File: config.mk
export PLATFORM = sky130hd
export DESIGN_NAME = dcache_tag_store
export DESIGN_NICKNAME = d
export VERILOG_FILES = /design/src/design/dcache_tag_store.sv
export VERILOG_INCLUDE_DIRS = /design/src /design/src/design
export SDC_FILE = /design/constraint.sdc
export NUM_CORES = 1
export LEC_CHECK = 0
export BUFFER_PORTS_ARGS = -buffer_cell sky130_fd_sc_hd__buf_2
export CAP_MARGIN = 5
export CORE_ASPECT_RATIO = 0.75
export CORE_MARGIN = 10
export CORE_UTILIZATION = 30
export DETAILED_ROUTE_END_ITERATION = 6
export PLACE_DENSITY = 0.48
export SKIP_LAST_GASP = 1
export SLEW_MARGIN = 10
export SYNTH_ARGS = -nofsm -noshare
export SYNTH_HDL_FRONTEND = slang
export SYNTH_SLANG_ARGS = --single-unit
File: constraint.sdc
create_clock -name clk -period 3.4 [get_ports clk]
set_input_delay 0.34 -clock clk [delete_from_list [all_inputs] [get_ports clk]]
set_output_delay 0.34 -clock clk [all_outputs]
set_load 0.02 [all_outputs]
File: src/design/dcache_config.svh
//////////////////////////////////////////////////////////////////////
// Geometry assumes 32-bit addresses. DC_BEATS, BUS_CREDITS and
// MEM_BEATS must be powers of two, since pointers wrap naturally.
//////////////////////////////////////////////////////////////////////
`ifndef DCACHE_CONFIG_SVH
`define DCACHE_CONFIG_SVH

// Cache geometry: 16 lines of 64 bytes.
`define DC_LINES 16
`define DC_TAG_W 22
`define DC_IDX_W 4
`define DC_BEATS 8

// Outstanding request slots, also the memory FIFO depth.
`define BUS_CREDITS 4

// Memory size in 64-bit beats (8 KB). Addresses wrap above this.
`define MEM_BEATS 1024

// Cycles a write keeps the memory busy after its pop.
`define MEM_WRITE_CYCLES 2

`endif

File: src/design/dcache_tag_store.sv
//////////////////////////////////////////////////////////////////////
// Lookup is combinational. Only one fill is ever in flight.
//////////////////////////////////////////////////////////////////////
`timescale 1ns/100ps
`include "dcache_config.svh"

module dcache_tag_store (
	input  logic                 clk,
	input  logic                 rst_n,
	input  logic [31:0]          lookup_addr,
	input  logic                 fill_start,
	input  logic                 fill_done,
	input  logic [`DC_IDX_W-1:0] fill_idx,
	input  logic [`DC_TAG_W-1:0] fill_tag,
	output logic                 hit
);

	// Bits below the index select a byte within the line.
	localparam int OFS_W = 32 - `DC_TAG_W - `DC_IDX_W;

	logic [`DC_LINES-1:0] valid_q;
	logic [`DC_TAG_W-1:0] tags [`DC_LINES];

	logic [`DC_IDX_W-1:0] lookup_idx;
	logic [`DC_TAG_W-1:0] lookup_tag;

	assign lookup_idx = lookup_addr[OFS_W +: `DC_IDX_W];
	assign lookup_tag = lookup_addr[31 -: `DC_TAG_W];

	assign hit = valid_q[lookup_idx] && (tags[lookup_idx] == lookup_tag);

	//////////////////////////////////////////////////////////////////////
	// Valid bits.
	//////////////////////////////////////////////////////////////////////

	// A line goes invalid when its fill starts and valid again
	// on the edge that stores the last beat.
	always_ff @(posedge clk) begin
		if (!rst_n) begin
			valid_q <= '0;
		end else if (fill_done) begin
			valid_q[fill_idx] <= 1'b1;
		end else if (fill_start) begin
			valid_q[fill_idx] <= 1'b0;
		end
	end

	//////////////////////////////////////////////////////////////////////
	// Tags.
	//////////////////////////////////////////////////////////////////////

	always_ff @(posedge clk) begin
		if (fill_done) begin
			tags[fill_idx] <= fill_tag;
		end
	end

endmodule

==> results.cfg <==
[outcome]
status = finished, violations left
violations = negative setup slack

[hold_path]
hp-start = fill_tag[18]
min_path_cells = 1
min_path_type = in -> reg
worstHoldEndpoint = tags[8][18]$_DFFE_PP_

[clock_tree]
cts_max_path_buffers = 3
clkTransAtPathRegs_ns = 0.07
cts_setup_buffers = 0
h-tree-depth = 2
cts.sinks = 368
clk_latency_ns = 0.52
clock-root-buffer = clkbuf_16
cts_buffers = 36
cts_tree = built

[power]
cellPowerDensity_nw_per_um2 = 556.4
ir_worst_vdd_mv = 0.2935
p_leak_nw = 5.511

[layout]
finalInstanceArea_sq_um = 17200
final_net_count = 832
antenna_cells = 0
top_regs = tags x352
areaGrowthSynthToFinish_pct = 18.75
top_register = tags
final_common_cell = edfxtp_1
fillers = 4376
final_util_pct = 36.17
layout-drive-gt1-share_pct = 36.07
mostFrequentLayoutCells = 352 x edfxtp_1, 99 x mux4_2, 52 x buf_2
largest_register_ffs = 352

[timing]
timing.final.crit_share_pct = 101.3
setup_viol = 1
drv_slew = 0
fin_ws_ns = -0.04460
max_freq_ghz = 0.2903
relSlewSlack_pct = 55.10
period_minus_slack_ns = 3.445
hold_viol_final = 0
rsz0062_at_grt = yes
fin_skew_ns = 0
worst_slew_pin_slew_ns = 0.6735

[setup_path]
required_ns = 3.06
critPathTopFamily = multiplexers
slowest_delay_ns = 0.51
start_kind = register
cp_max_fo = 1
path_buf_inv = 2
crit_type = reg -> out
regToRegSetupSlack_ns = 2.71
ff2ff_path_depth = 2
path_cells = mux4_2, mux4_2, xor2_1, nor4_2, buf_4, nand3_4, nor4b_4, buf_4
critPathArrivalTime_ns = 3.10
crit_path_top_delay_cell = mux4_2
end_kind = output pin

[grt]
busiest_layer = met2
grt_use_met3_pct = 2.376
grt_overflow = 0
use_met1_pct = 18.56
grt_pass1_vias = 7269
grt_max_degree = 24
grtUsageTotal_pct = 12.51
antenna_found_initial = 3
grt_util_met2_pct = 18.88
grt_pass1_wl_um = 52470

[yosys]
syn_area_sq_um = 14490
synthCells = 655
synth_cell_types = 35
seq_area_frac_synth_pct = 75.17
avgSynthCellArea_sq_um = 22.12
synthFlopType = edfxtp_1
async_flop_share_pct = 0
synth_warnings = 0
ys_ff_latch = 368
synth_edf_count = 352
synth_nets = 717

[detailed_routing]
drt-total-wl_um = 35910
ant_nets = 0
initialDrtViolationCount = 568
drc = 0
vias_per_cell = 4.793
drt_pre_antenna_iters = 5
wire_per_inst_um = 25.07
num_vias = 6864

[floorplan]
dieArea_sq_um = 57570
chipHeight_um = 210.3
fp-row-count = 69
ios = 63
core_sq_um = 47570
die_x_um = 273.8
start_util_pct = 30.46

[placed_design]
place_ws_ns = -0.02758
port_buffers = 56
gp_congestion = 0.7229
dpl_cell_area_sq_um = 16040
dp_hpwl_um = 22080

[job]
cap_violations = 0
worst max path at each step:
stage | from | to | cells after the start
global route | tags[15][7]$_DFFE_PP_ | hit | 8
finish | tags[15][7]$_DFFE_PP_ | hit | 8
global placement | lookup_addr[6] | hit | 10
floorplan | lookup_addr[7] | hit | 9
CTS | tags[9][17]$_DFFE_PP_ | hit | 8
detailed placement | lookup_addr[6] | hit | 10
per-stage QoR:
stage | instances | TNS (ns) | hold slack (ns) | power, mW
after detailed placement | 1371 | -0.02758 | 0.5418 | 5.794
final | 1432 | -0.04460 | 0.1941 | 9.572
after floorplan | 655 | 0 | 0.4389 | 5.506
after global placement | 1371 | -0.06171 | 0.5336 | 5.789
after CTS | 1432 | -0.08890 | 0.1793 | 9.677
after global routing | 1432 | -0.1592 | 0.1931 | 9.939
cell type report:
class / instances / area [sq um] / share of cell area [%]
Clock buffer: 45 / 965.9 / 5.615
Clock inverter: 16 / 162.7 / 0.9455
Inverter: 4 / 15.01 / 0.08727
Multi-Input combinational cell: 251 / 3553 / 20.65
Sequential cell: 368 / 10890 / 63.30
Tap cell: 639 / 799.5 / 4.647
Timing Repair Buffer: 109 / 817.0 / 4.749
cell families after synthesis:
logic type / Yosys count / share of synthesized area [%]
buffers and inverters: 36 / 1.373
xor gates and xnor gates: 34 / 2.055
and+or+nand+nor: 44 / 1.684
DFF: 368 / 75.17
AOI/OAI and AO/OA: 48 / 2.392
muxes: 125 / 17.32
what timing repair did:
action / in CTS / in global routing
pin swaps: 0 / 4
hold buffers: 0 / 0
setup endpoints to repair: 1 / 1
gates resized for setup: 4 / 4
endpoints found under the hold margin: 0 / 0
per-layer routing:
layer	vias up	wire [um]
met5	-	7
met4	2	451
met3	43	1444
met2	133	16400
met1	3711	17610
li1	2975	-
power breakdown:
part           leakage [nW]  total, mW  switching [mW]  internal (mW)
Sequential             3.31       5.07          0.0199           5.05
Clock                 0.557       3.88            1.64           2.25
Combinational          1.64      0.616           0.348          0.268
synthesized netlist by cell type, drive strengths merged (2+ instances only):
cell     instances  area share, %
edfxtp         352             73
mux4           100             16
o21a            32            1.7
buf             25            1.1
mux2i           25            1.7
xor2            23            1.4
dfxtp           16            2.2
nor2            16           0.41
xnor2           11           0.66
clkbuf           7           0.18
nor4             6           0.30
nand2            5           0.13
a21oi            4           0.14
inv              4           0.10
nand3            4           0.14
nand3b           4           0.21
a221oi           2           0.12
a31oi            2          0.086
nand2b           2          0.086
nor3             2          0.069
o2111ai          2           0.12
o21ai            2          0.069
o22ai            2          0.086
or3b             2           0.12
Note: power is estimated with default switching activity, not from simulation.
