## src/design/dcache_config.svh

```systemverilog
//////////////////////////////////////////////////////////////////////
// Geometry assumes 32-bit addresses. DC_BEATS, BUS_CREDITS and
// MEM_BEATS must be powers of two, since pointers wrap naturally.
//////////////////////////////////////////////////////////////////////
`ifndef DCACHE_CONFIG_SVH
`define DCACHE_CONFIG_SVH

// Cache geometry: 16 lines of 64 bytes.
`define DC_LINES 16
`define DC_TAG_W 22
`define DC_IDX_W 4
`define DC_BEATS 8

// Outstanding request slots, also the memory FIFO depth.
`define BUS_CREDITS 4

// Memory size in 64-bit beats (8 KB). Addresses wrap above this.
`define MEM_BEATS 1024

// Cycles a write keeps the memory busy after its pop.
`define MEM_WRITE_CYCLES 2

`endif

```

## src/design/dcache_pkg.sv

```systemverilog
//////////////////////////////////////////////////////////////////////
// Single bus master only, so requests carry no device routing fields.
//////////////////////////////////////////////////////////////////////
package dcache_pkg;

	typedef enum logic {
		BUS_READ  = 1'b0,
		BUS_WRITE = 1'b1
	} bus_mode_e;

	// Core side request, held stable while rw_wait is high.
	typedef struct packed {
		logic [31:0] addr;
		logic        rd;
		logic        wr;
		logic [31:0] wr_data;
	} core_req_t;

	// Outbound bus request, accepted in the cycle valid is set.
	typedef struct packed {
		logic        valid;
		bus_mode_e   mode;
		logic [31:0] addr;
		logic [3:0]  len;
		logic [63:0] data;
		logic [7:0]  mask;
	} bus_req_t;

	// Inbound read beat.
	typedef struct packed {
		logic        valid;
		logic [63:0] data;
	} bus_rsp_t;

	typedef enum logic {
		FILL_IDLE,
		FILL_WAIT
	} fill_state_e;

	typedef enum logic [1:0] {
		MEM_IDLE,
		MEM_WRITE,
		MEM_BURST
	} mem_state_e;

endpackage

```

## src/design/dcache_bus_master.sv

```systemverilog
//////////////////////////////////////////////////////////////////////
// Every outbound request is a single cycle, so one credit per request.
// Writes are word sized only and never allocate a line.
//////////////////////////////////////////////////////////////////////
`timescale 1ns/100ps
`include "dcache_config.svh"

module dcache_bus_master (
	input  logic                         clk,
	input  logic                         rst_n,
	input  dcache_pkg::core_req_t        core,
	input  logic                         hit,
	output logic                         rw_wait,
	output logic                         core_we,
	output dcache_pkg::bus_req_t         bus_req,
	input  logic                         credit,
	input  dcache_pkg::bus_rsp_t         bus_rsp,
	output logic                         fill_start,
	output logic                         fill_we,
	output logic                         fill_done,
	output logic [`DC_IDX_W-1:0]         fill_idx,
	output logic [$clog2(`DC_BEATS)-1:0] fill_beat,
	output logic [`DC_TAG_W-1:0]         fill_tag,
	output logic [63:0]                  fill_data
);

	import dcache_pkg::*;

	localparam int CRED_W = $clog2(`BUS_CREDITS + 1);
	localparam int BEAT_W = $clog2(`DC_BEATS);
	localparam int OFS_W = 32 - `DC_TAG_W - `DC_IDX_W;

	logic [CRED_W-1:0]    credits_q;
	logic                 credit_avail;
	fill_state_e          state_q;
	logic [BEAT_W-1:0]    beat_q;
	logic [`DC_IDX_W-1:0] fill_idx_q;
	logic [`DC_TAG_W-1:0] fill_tag_q;
	logic                 start_read;
	logic                 start_write;

	//////////////////////////////////////////////////////////////////////
	// Credits.
	//////////////////////////////////////////////////////////////////////

	assign credit_avail = (credits_q != '0);

	always_ff @(posedge clk) begin
		if (!rst_n) begin
			credits_q <= CRED_W'(`BUS_CREDITS);
		end else begin
			credits_q <= credits_q + CRED_W'(credit) - CRED_W'(bus_req.valid);
		end
	end

	//////////////////////////////////////////////////////////////////////
	// Request issue.
	//////////////////////////////////////////////////////////////////////

	// A miss can only start a fill when none is pending.
	assign start_read = core.rd && !hit && (state_q == FILL_IDLE) && credit_avail;
	assign start_write = core.wr && credit_avail;

	assign rw_wait = (core.rd && !hit) || (core.wr && !credit_avail);
	assign core_we = start_write && hit;

	always_comb begin
		bus_req = '0;
		if (start_read) begin
			bus_req.valid = 1'b1;
			bus_req.mode = BUS_READ;
			bus_req.addr = {core.addr[31:OFS_W], {OFS_W{1'b0}}};
			bus_req.len = 4'(`DC_BEATS);
		end else if (start_write) begin
			bus_req.valid = 1'b1;
			bus_req.mode = BUS_WRITE;
			bus_req.addr = {core.addr[31:3], 3'b000};
			bus_req.len = 4'd1;
			// Same word in both halves, the mask selects the lane.
			bus_req.data = {core.wr_data, core.wr_data};
			bus_req.mask = core.addr[2] ? 8'hF0 : 8'h0F;
		end
	end

	//////////////////////////////////////////////////////////////////////
	// Fill tracking.
	//////////////////////////////////////////////////////////////////////

	always_ff @(posedge clk) begin
		if (!rst_n) begin
			state_q <= FILL_IDLE;
			beat_q <= '0;
		end else begin
			unique case (state_q)
				FILL_IDLE: begin
					if (start_read) begin
						state_q <= FILL_WAIT;
						beat_q <= '0;
					end
				end
				FILL_WAIT: begin
					if (bus_rsp.valid) begin
						beat_q <= beat_q + BEAT_W'(1);
						if (fill_done) begin
							state_q <= FILL_IDLE;
						end
					end
				end
				default: state_q <= FILL_IDLE;
			endcase
		end
	end

	// Line being filled.
	always_ff @(posedge clk) begin
		if (start_read) begin
			fill_idx_q <= core.addr[OFS_W +: `DC_IDX_W];
			fill_tag_q <= core.addr[31 -: `DC_TAG_W];
		end
	end

	assign fill_start = start_read;
	assign fill_we = (state_q == FILL_WAIT) && bus_rsp.valid;
	assign fill_done = fill_we && (beat_q == BEAT_W'(`DC_BEATS - 1));
	// The issue cycle needs the index before it is registered.
	assign fill_idx = (state_q == FILL_IDLE) ? core.addr[OFS_W +: `DC_IDX_W] : fill_idx_q;
	assign fill_beat = beat_q;
	assign fill_tag = fill_tag_q;
	assign fill_data = bus_rsp.data;

endmodule

```

## config.mk

```make
export PLATFORM = sky130hd
export DESIGN_NAME = dcache_bus_master
export DESIGN_NICKNAME = d
export VERILOG_FILES = /design/src/design/dcache_pkg.sv /design/src/design/dcache_bus_master.sv
export VERILOG_INCLUDE_DIRS = /design/src /design/src/design
export SDC_FILE = /design/constraint.sdc
export NUM_CORES = 1
export LEC_CHECK = 0
export ABC_AREA = 1
export BUFFER_PORTS_ARGS = -buffer_cell sky130_fd_sc_hd__buf_2
export CORE_AREA = 2 2 135 137
export DETAILED_ROUTE_END_ITERATION = 10
export DIE_AREA = 0 0 137 139
export GPL_TIMING_DRIVEN = 0
export PLACE_DENSITY = 0.52
export SYNTH_ARGS = -nofsm -noshare
export SYNTH_HDL_FRONTEND = slang
export SYNTH_SLANG_ARGS = --single-unit
```

## constraint.sdc

```tcl
create_clock -name clk -period 2.5 [get_ports clk]
set_input_delay 0.25 -clock clk [delete_from_list [all_inputs] [get_ports clk]]
set_output_delay 0.25 -clock clk [all_outputs]
set_load 0.02 [all_outputs]
```

==> results.py, run 1 <==
metrics = {
    "outcome": {
        "outcome": "finished, final reports clean",
    },
    "clock_tree": {
        "root_buffer": "clkbuf_16",
        "cts_tree": "yes",
        "clock-sinks": 33,
        "postCtsHoldBufs": 0,
        "cts_inserted_buffers": 5,
        "clkLatencyLatePin_ns": 0.27,
        "htreeDepth": 2,
        "clk_pin_slew_ns": 0.05,
        "ctsLongestPathBuffers": 2,
    },
    "power_and_ir_drop": {
        "cellLeakagePower_uw": 0.002815,
        "power_uw": 3019,
        "max-vdd-ir-drop_mv": 0.3234,
        "power_density_nw_per_um2": 663.9,
    },
    "critical_path": {
        "cpMaxStageDelayCell": "fa_1",
        "endpoint_kind": "flop",
        "critPathLaunchType": "flop",
        "criticalPathCategory": "flop to flop",
        "worstPathMaxFanout": 29,
        "cpPeakStageDelay_ns": 0.36,
        "cp_common_cell": "inv_1",
        "crit_chain": "nor2_2, nand2_2, nand2_4, inv_8, nor2_4, buf_6, inv_1, ha_1, inv_1, ha_1, fa_1, inv_1, or2_2, nand3_1",
        "cp.required_ns": 2.66,
        "regToRegSetupSlack_ns": 0.20,
        "worstPathArrival_ns": 2.46,
    },
    "synth": {
        "seq_area_frac_synth_pct": 34.14,
        "ys_ff_latch": 33,
        "synth_ff_type": "edfxtp_1",
        "synth_cell_type_count": 24,
        "synth_edf_count": 26,
        "syn_area_um2": 2698,
        "syn_inst": 333,
        "yosys_warnings": 0,
        "synth.avg_cell_area_um2": 8.101,
        "ys_async_sr_fraction_pct": 0,
    },
    "cells_and_area": {
        "postLayoutCellArea_um2": 4548,
        "final_common_cell": "buf_2",
        "syn_to_final_growth_pct": 68.60,
        "mostFrequentLayoutCells": "buf_2, buf_4, inv_1",
        "final_nets": 757,
        "drive_gt1_share_pct": 68.45,
        "fin_cells": 847,
        "n_antenna_cell": 0,
    },
    "global_routing": {
        "track_usage_pct": 8.893,
        "grt-ovfl-total": 0,
        "grt_pass1_wl_um": 13180,
        "grt_max_degree": 30,
        "antenna_found_initial": 0,
        "grt_pass1_vias": 2281,
    },
    "place": {
        "dp.cells": 837,
        "placed_cell_area_um2": 4358,
        "io_buffers": 271,
        "dp_hpwl_um": 8066,
        "dpl_worst_slack_ns": -0.2258,
        "gp_congestion": 0.7586,
    },
    "detailed_routing": {
        "via_per_inst": 3.136,
        "routedWlPerCell_um": 11.02,
        "routed_wl_um": 9332,
        "dr.pass1.iters": 4,
        "drt_iter0_drc": 129,
        "ant_nets": 0,
        "drc_errors": 0,
        "vias": 2656,
    },
    "sta": {
        "worst_slack_ns": 0.2015,
        "rsz0062_at_grt": "false",
        "hold_viol": 0,
        "setup_viol": 0,
        "fin_crit_ns": 2.298,
        "fmax_mhz": 435.1,
        "skew_ns": 0.005061,
        "maxSlewViolCount": 0,
        "timing.final.crit_share_pct": 91.94,
    },
    "floorplanning": {
        "floorplan.initialDensity_pct": 15.28,
        "die_w_um": 137,
        "coreArea_um2": 17660,
        "pin_count": 343,
        "dieArea_um2": 19040,
        "row_count": 49,
        "die_h_um": 139,
    },
    "job": {
        "maxCapViolCount": 0,
    },
    "hold_path": {
        "hold_class": "input pin to flop",
    },
}
-- cells by family after synthesis --
group                      share of synthesized area, %
other                                            0.1390
adders and majority gates                         2.598
buffers and inverters                             43.74
xor gates and xnor gates                         0.3247
and+or+nand+nor                                   17.21
DFF                                               34.14
AOI/OAI and AO/OA                                 1.855
-- per-layer routing --
metal  GRT usage (%)  vias to the layer above  wire, um  share of wire (%)
li1                -                     1424         -                  -
met1           12.88                     1129      4347                 47
met2           14.30                      101      4486                 48
met3           1.170                        2       464                5.0
met4           1.302                        0        34               0.36
met5               0                        -         0                  0
-- synthesized netlist by cell type, types with 3 or more instances --
library cell	number	area, um^2
buf_6	4	45.04
nand2_1	9	33.78
inv_2	3	11.26
ha_1	4	50.05
nor2_4	11	123.9
o21ai_0	6	30.03
dfxtp_1	7	140.1
edfxtp_1	26	780.8
nor2_2	10	62.56
nand3_1	6	30.03
inv_1	75	281.5
nor2_1	47	176.4
a21oi_1	4	20.02
nand2_2	3	18.77
buf_4	109	818.3
-- repair_timing --
action,4_1_cts,5_1_grt
gates resized for setup,1,3
pin swaps,1,1
setup endpoints to repair,2,2
buffers inserted,1,1
-- critical path: cells and delay by family (launching register included) --
kind | cells | cell delay, ns
adders and majority gates | 3 | 0.83
and+or+nand+nor | 6 | 0.60
buffers and inverters | 5 | 0.44
DFF | 1 | 0.33
-- stage by stage --
step                      utilization, %  TNS (ns)  hold WS (ns)
final                              25.76         0        0.1636
after CTS                          25.66         0        0.1582
after floorplan                        -         0        0.3347
after global placement             24.68   -0.2890        0.4411
after detailed placement           24.68   -0.3933        0.4431
after global routing               25.76         0        0.1576
-- report_power, final --
part | leakage, uW | switching [uW] | internal (uW) | total [uW]
clock network | 0.0000785 | 221 | 467 | 688
registers | 0.000299 | 26.2 | 665 | 692
logic | 0.00244 | 1010 | 631 | 1640
total | 0.00281 | 1260 | 1760 | 3020
-- registers in the layout, indices dropped and copies added (netlist names) --
| register | count |
|---|---|
| fill_tag | 22 |
| fill_beat | 3 |
| fill_idx_q | 4 |
| credits_q | 3 |
| state_q | 1 |
-- final timing paths --
path | to | depth (start not counted) | startpoint
max reg2reg | credits_q[2] | 14 | credits_q[1]
min | fill_tag[20] | 1 | core[64]
max | credits_q[2] | 14 | credits_q[1]
min reg2reg | fill_beat[2] | 2 | fill_beat[2]
-- cell type report --
cell class / count / area (um^2)
repair buffers: 273 / 1371
clock buffers: 6 / 128.9
flip-flops and latches: 33 / 920.9
plain buffers: 116 / 887.1
multi-input cells: 110 / 619.3
clock inverters: 2 / 33.78
fillers: 1938 / 13110
inverters: 78 / 300.3
well taps: 229 / 286.5
No activity file was read; power rests on OpenSTA's default activity.
==> run 2, diff against run 1 <==
Settings changed: CORE_AREA 2 2 135 137 to 2 2 132 134, DIE_AREA 0 0 137 139 to 0 0 134 136.
Clock period 2.5 ns to 2.9 ns, I/O delays scaled along.
==> results.py, run 2 (synthesized netlist as in run 1, its figures left out) <==
metrics = {
    "detailed_routing": {
        "routedWlPerCell_um": 10.91,
        "drt_iter0_drc": 94,
        "drc_errors": 0,
        "routed_wl_um": 9184,
        "dr.pass1.iters": 4,
        "ant_nets": 0,
        "via_per_inst": 3.209,
        "vias": 2702,
    },
    "job": {
        "maxCapViolCount": 0,
    },
    "clock_tree": {
        "clkLatencyLatePin_ns": 0.28,
        "clk_pin_slew_ns": 0.06,
        "clock-sinks": 33,
        "cts_tree": "yes",
        "root_buffer": "clkbuf_16",
        "postCtsHoldBufs": 0,
        "ctsLongestPathBuffers": 2,
        "ctsResizeCount": 0,
        "cts_post_setup_buffers_inserted": 0,
        "htreeDepth": 2,
        "cts_inserted_buffers": 5,
    },
    "sta": {
        "setup_viol": 0,
        "worst_pin_slew_ns": 0.6839,
        "rsz0062_at_grt": "false",
        "setup_tns_ns": 0,
        "timing.final.crit_share_pct": 91.10,
        "relSlewSlack_pct": 54.34,
        "maxSlewViolCount": 0,
        "fin_hold_ws_ns": 0.2005,
        "fmax_mhz": 378.5,
        "fin_crit_ns": 2.642,
        "hold_viol": 0,
        "skew_ns": 0.006781,
    },
    "floorplanning": {
        "coreArea_um2": 16880,
        "die_h_um": 136,
        "die_w_um": 134,
        "row_count": 48,
        "pin_count": 343,
        "dieArea_um2": 18220,
        "floorplan.initialDensity_pct": 15.98,
    },
    "place": {
        "io_buffers": 271,
        "dp.cells": 833,
        "gp_congestion": 0.7677,
        "placed_cell_area_um2": 4350,
        "dp_hpwl_um": 7972,
    },
    "global_routing": {
        "grt_pass1_wl_um": 12500,
        "antenna_found_initial": 0,
        "grt-ovfl-total": 0,
        "grt_pass1_vias": 2262,
        "grt_max_degree": 30,
        "track_usage_pct": 8.706,
    },
    "cells_and_area": {
        "fin_cells": 842,
        "drive_gt1_share_pct": 68.56,
        "n_antenna_cell": 0,
        "mostFrequentLayoutCells": "buf_2, buf_4, inv_1",
        "utilization_pct": 26.97,
        "largest_reg_flops": 22,
        "final_nets": 756,
        "syn_to_final_growth_pct": 68.74,
        "final_common_cell": "buf_2",
        "postLayoutCellArea_um2": 4552,
    },
    "power_and_ir_drop": {
        "sequentialPowerShare_pct": 22.0,
        "combPwrFrac_pct": 51.8,
        "power_frac_clock_pct": 26.2,
        "p_int_uw": 1605,
        "max-vdd-ir-drop_mv": 0.3039,
        "power.switching_uw": 1092,
        "swShare_pct": 40.49,
        "power_density_nw_per_um2": 592.7,
        "cellLeakagePower_uw": 0.002823,
    },
    "critical_path": {
        "critPathLaunchType": "flop",
        "worstPathMaxFanout": 29,
        "worstPathArrival_ns": 2.80,
        "endpoint_kind": "flop",
        "criticalPathCategory": "flop to flop",
        "cp.required_ns": 3.06,
    },
    "hold_path": {
        "hold_class": "input pin to flop",
    },
    "outcome": {
        "outcome": "finished, final reports clean",
    },
}
## run 2: cell types whose count changed in the layout (fill, tap and decap cells not counted), sizes merged
cell,delta
bufinv,+1
inv,+1
clkinv,-1
clkbuf,-1
buf,-1
## run 2: final timing paths
| kind | from | endpoint | slack [ns] | cells past startpoint |
|---|---|---|---|---|
| worst max-delay path | credits_q[1] | credits_q[2] | 0.26 | 14 |
| worst min-delay path | core[53] | fill_tag[9] | 0.20 | 1 |
| worst max register to register | credits_q[1] | credits_q[2] | 0.26 | 14 |
| worst min register to register | fill_beat[1] | fill_beat[1] | 0.50 | 2 |
## run 2: layout make-up
cell class              count  area, um^2
plain buffers             116       887.1
clock buffers               5       125.1
clock inverters             3       68.82
fillers                  1847       12320
inverters                  78       292.8
multi-input cells         110       611.8
flip-flops and latches     33       920.9
well taps                 225       281.5
repair buffers            272        1364
## run 2: power by group through the flow
stage	Clock, uW	Sequential, uW	Combinational [uW]
after detailed placement	0	605	1410
final	706	595	1400
after global placement	0	603	1410
after global routing	743	600	1520
after CTS	727	595	1410
after floorplan	0	638	934
## run 2: critical path, stage by stage (launching register included)
cell	delay (ns)
dfxtp_1	0.33
nor2_1	0.13
nand2_2	0.09
nand2_2	0.16
inv_2	0.29
nor2_4	0.21
buf_6	0.16
inv_1	0.07
ha_1	0.27
inv_1	0.04
ha_1	0.18
fa_1	0.37
inv_1	0.07
or2_2	0.10
nand3_1	0.05
## run 2: metrics by stage
step	setup WS [ns]	power, uW
after CTS	0.001529	2734
after global placement	0.04664	2009
after global routing	0.02465	2862
after floorplan	0.3708	1572
after detailed placement	0.01205	2013
final	0.2580	2698
## run 2: per-layer routing
layer  routed length [um]  vias up  GRT usage (%)
li1                     -     1418              -
met1                 4065     1172          12.30
met2                 4619      110          14.36
met3                  462        2          1.044
met4                   36        0          1.596
met5                    0        -              0
==> run 3, diff against run 2 <==
Settings changed: ABC_AREA 1 to default, ABC_CLOCK_PERIOD_IN_PS from default to 2900, CORE_AREA 2 2 132 134 to 2 2 133 135, DIE_AREA 0 0 134 136 to 0 0 135 137, PLACE_DENSITY 0.52 to 0.5.
==> results.py, run 3 <==
metrics = {
    "outcome": {
        "outcome": "finished, final reports clean",
    },
    "cells_and_area": {
        "seqCellArea_um2": 920.9,
        "drive_gt1_share_pct": 74.03,
        "fill_cells": 1879,
        "n_antenna_cell": 0,
        "syn_to_final_growth_pct": 71.51,
        "largest_reg_flops": 22,
        "final_nets": 678,
        "final_common_cell": "buf_2",
        "mostFrequentLayoutCells": "buf_2, buf_4, and2_1",
        "utilization_pct": 25.21,
        "multi_input_area_um2": 711.9,
    },
    "power_and_ir_drop": {
        "power_density_nw_per_um2": 537.9,
        "p_int_uw": 1378,
        "power.switching_uw": 935.2,
        "power_frac_clock_pct": 21.6,
        "cellLeakagePower_uw": 0.002454,
        "max-vdd-ir-drop_mv": 0.4213,
        "swShare_pct": 40.43,
        "combPwrFrac_pct": 52.6,
        "sequentialPowerShare_pct": 25.8,
    },
    "synth": {
        "ys_ff_latch": 33,
        "yosys_warnings": 0,
        "synth_cell_type_count": 27,
        "ys_async_sr_fraction_pct": 0,
        "seq_area_frac_synth_pct": 36.73,
        "synth.avg_cell_area_um2": 9.756,
        "synth_commonest_cells": "buf_4, and2_1, edfxtp_1, nor2b_1, inv_1",
        "synth_ff_type": "edfxtp_1",
        "synth_edf_count": 26,
        "yosysMostFrequentCell": "buf_4",
        "syn_area_um2": 2507,
        "yosysTopAreaCell": "buf_4",
        "syn_inst": 257,
        "synth_area_leaders": "buf_4, edfxtp_1, and2_1",
        "synth.top_cell.area_share_pct": 33.23,
    },
    "job": {
        "maxCapViolCount": 0,
    },
    "sta": {
        "rsz0062_at_grt": "false",
        "hold_viol": 0,
        "fin_hold_ws_ns": 0.1966,
        "setup_viol": 0,
        "relSlewSlack_pct": 67.09,
        "fin_crit_ns": 2.571,
        "timing.final.crit_share_pct": 88.65,
        "skew_ns": 0.003578,
        "setup_tns_ns": 0,
        "maxSlewViolCount": 0,
        "fmax_mhz": 389.0,
        "worst_pin_slew_ns": 0.4899,
        "worst_slack_ns": 0.3293,
    },
    "detailed_routing": {
        "dr.pass1.iters": 4,
        "ant_nets": 0,
        "drc_errors": 0,
        "drt_iter0_drc": 40,
        "via_per_inst": 3.297,
        "routed_wl_um": 9121,
        "vias": 2519,
        "routedWlPerCell_um": 11.94,
    },
    "clock_tree": {
        "ctsResizeCount": 0,
        "ctsLongestPathBuffers": 2,
        "clk_pin_slew_ns": 0.05,
        "htreeDepth": 2,
        "cts_inserted_buffers": 5,
        "cts_tree": "yes",
        "root_buffer": "clkbuf_16",
        "clkLatencyLatePin_ns": 0.28,
        "clock-sinks": 33,
        "postCtsHoldBufs": 0,
        "cts_post_setup_buffers_inserted": 0,
    },
    "floorplanning": {
        "die_w_um": 135,
        "pin_count": 343,
        "dieArea_um2": 18500,
        "floorplan.initialDensity_pct": 14.70,
        "die_h_um": 137,
        "coreArea_um2": 17060,
        "row_count": 48,
    },
    "critical_path": {
        "worstPathArrival_ns": 2.72,
        "cp.required_ns": 3.05,
        "criticalPathCategory": "flop to flop",
        "critPathLaunchType": "flop",
        "endpoint_kind": "flop",
        "worstPathMaxFanout": 10,
    },
    "place": {
        "gp_congestion": 0.7242,
        "dpl_worst_slack_ns": 0.1641,
        "dp_hpwl_um": 8099,
        "io_buffers": 270,
    },
    "global_routing": {
        "antenna_found_initial": 1,
        "grt_max_degree": 33,
        "grt_pass1_wl_um": 12500,
        "grt_pass1_vias": 2227,
        "grt-ovfl-total": 0,
        "track_usage_pct": 8.796,
    },
    "hold_path": {
        "hold_class": "input pin to flop",
    },
}
[run 3: changes by cell type after synthesis, sizes merged, moves of 2 or more]
cell   change
nand2      -8
o21ai      -5
nor2      -67
nor2b     +26
and3       +2
a21oi      -4
nand3      -3
o22ai      +4
inv       -70
and2      +39
mux2       +4
[run 3: path summary, 6_finish.rpt]
kind           startpoint      endpoint  slack, ns  cells past startpoint
min reg2reg  fill_beat[1]  fill_beat[1]       0.50                      2
max reg2reg  credits_q[1]  credits_q[2]       0.33                     11
max          credits_q[1]  credits_q[2]       0.33                     11
min              core[50]   fill_tag[6]       0.20                      1
[run 3: kinds of logic after synthesis]
group	Yosys count	share of synthesized area, %
other cells	1	0.1496
buf+inv	125	35.78
flops	33	36.73
compound gates	8	2.246
fa+ha+maj	5	2.795
simple gates	79	19.81
xor+xnor	2	0.6987
mux	4	1.796
[run 3: area by class of cell]
cell class | instances | area share (%)
sequential | 33 | 21.41
timing repair buffer | 270 | 31.42
inverter | 8 | 0.6983
tap | 225 | 6.546
clock inverter | 3 | 0.2910
clock buffer | 5 | 2.910
multi-input combinational | 103 | 16.56
buffer | 117 | 20.16
[run 3: stage by stage]
| step | area (um^2) | total power [uW] | cells |
|---|---|---|---|
| CTS | 4293 | 2351 | 764 |
| global route | 4300 | 2466 | 764 |
| global placement | 4155 | 1840 | 756 |
| detailed placement | 4155 | 1840 | 756 |
| finish | 4300 | 2313 | 764 |
| floorplan | 2522 | 1433 | 261 |
[run 3: routing by layer]
layer / global-route usage (%) / vias up / part of all wire, %
met2: 14.95 / 169 / 50
met4: 2.488 / 2 / 0.90
li1: - / 1265 / -
met3: 3.333 / 7 / 12
met1: 10.37 / 1076 / 37
met5: 0 / - / 0.14
[run 3: worst max-delay path, cell delays in order, from the launching register on]
cell,delay (ns)
dfxtp_1,0.34
or3_4,0.41
o21ai_4,0.14
buf_4,0.25
inv_1,0.07
ha_1,0.27
inv_1,0.03
ha_1,0.18
fa_1,0.38
xnor2_1,0.18
xnor2_1,0.13
nand2_1,0.06
[run 3: power by group through the flow]
stage          clock network (uW)  logic, uW  registers [uW]
6_report                      499       1220             596
5_1_grt                       541       1320             602
4_1_cts                       518       1240             597
3_5_place_dp                    0       1230             606
3_3_place_gp                    0       1240             605
2_1_floorplan                   0        797             636
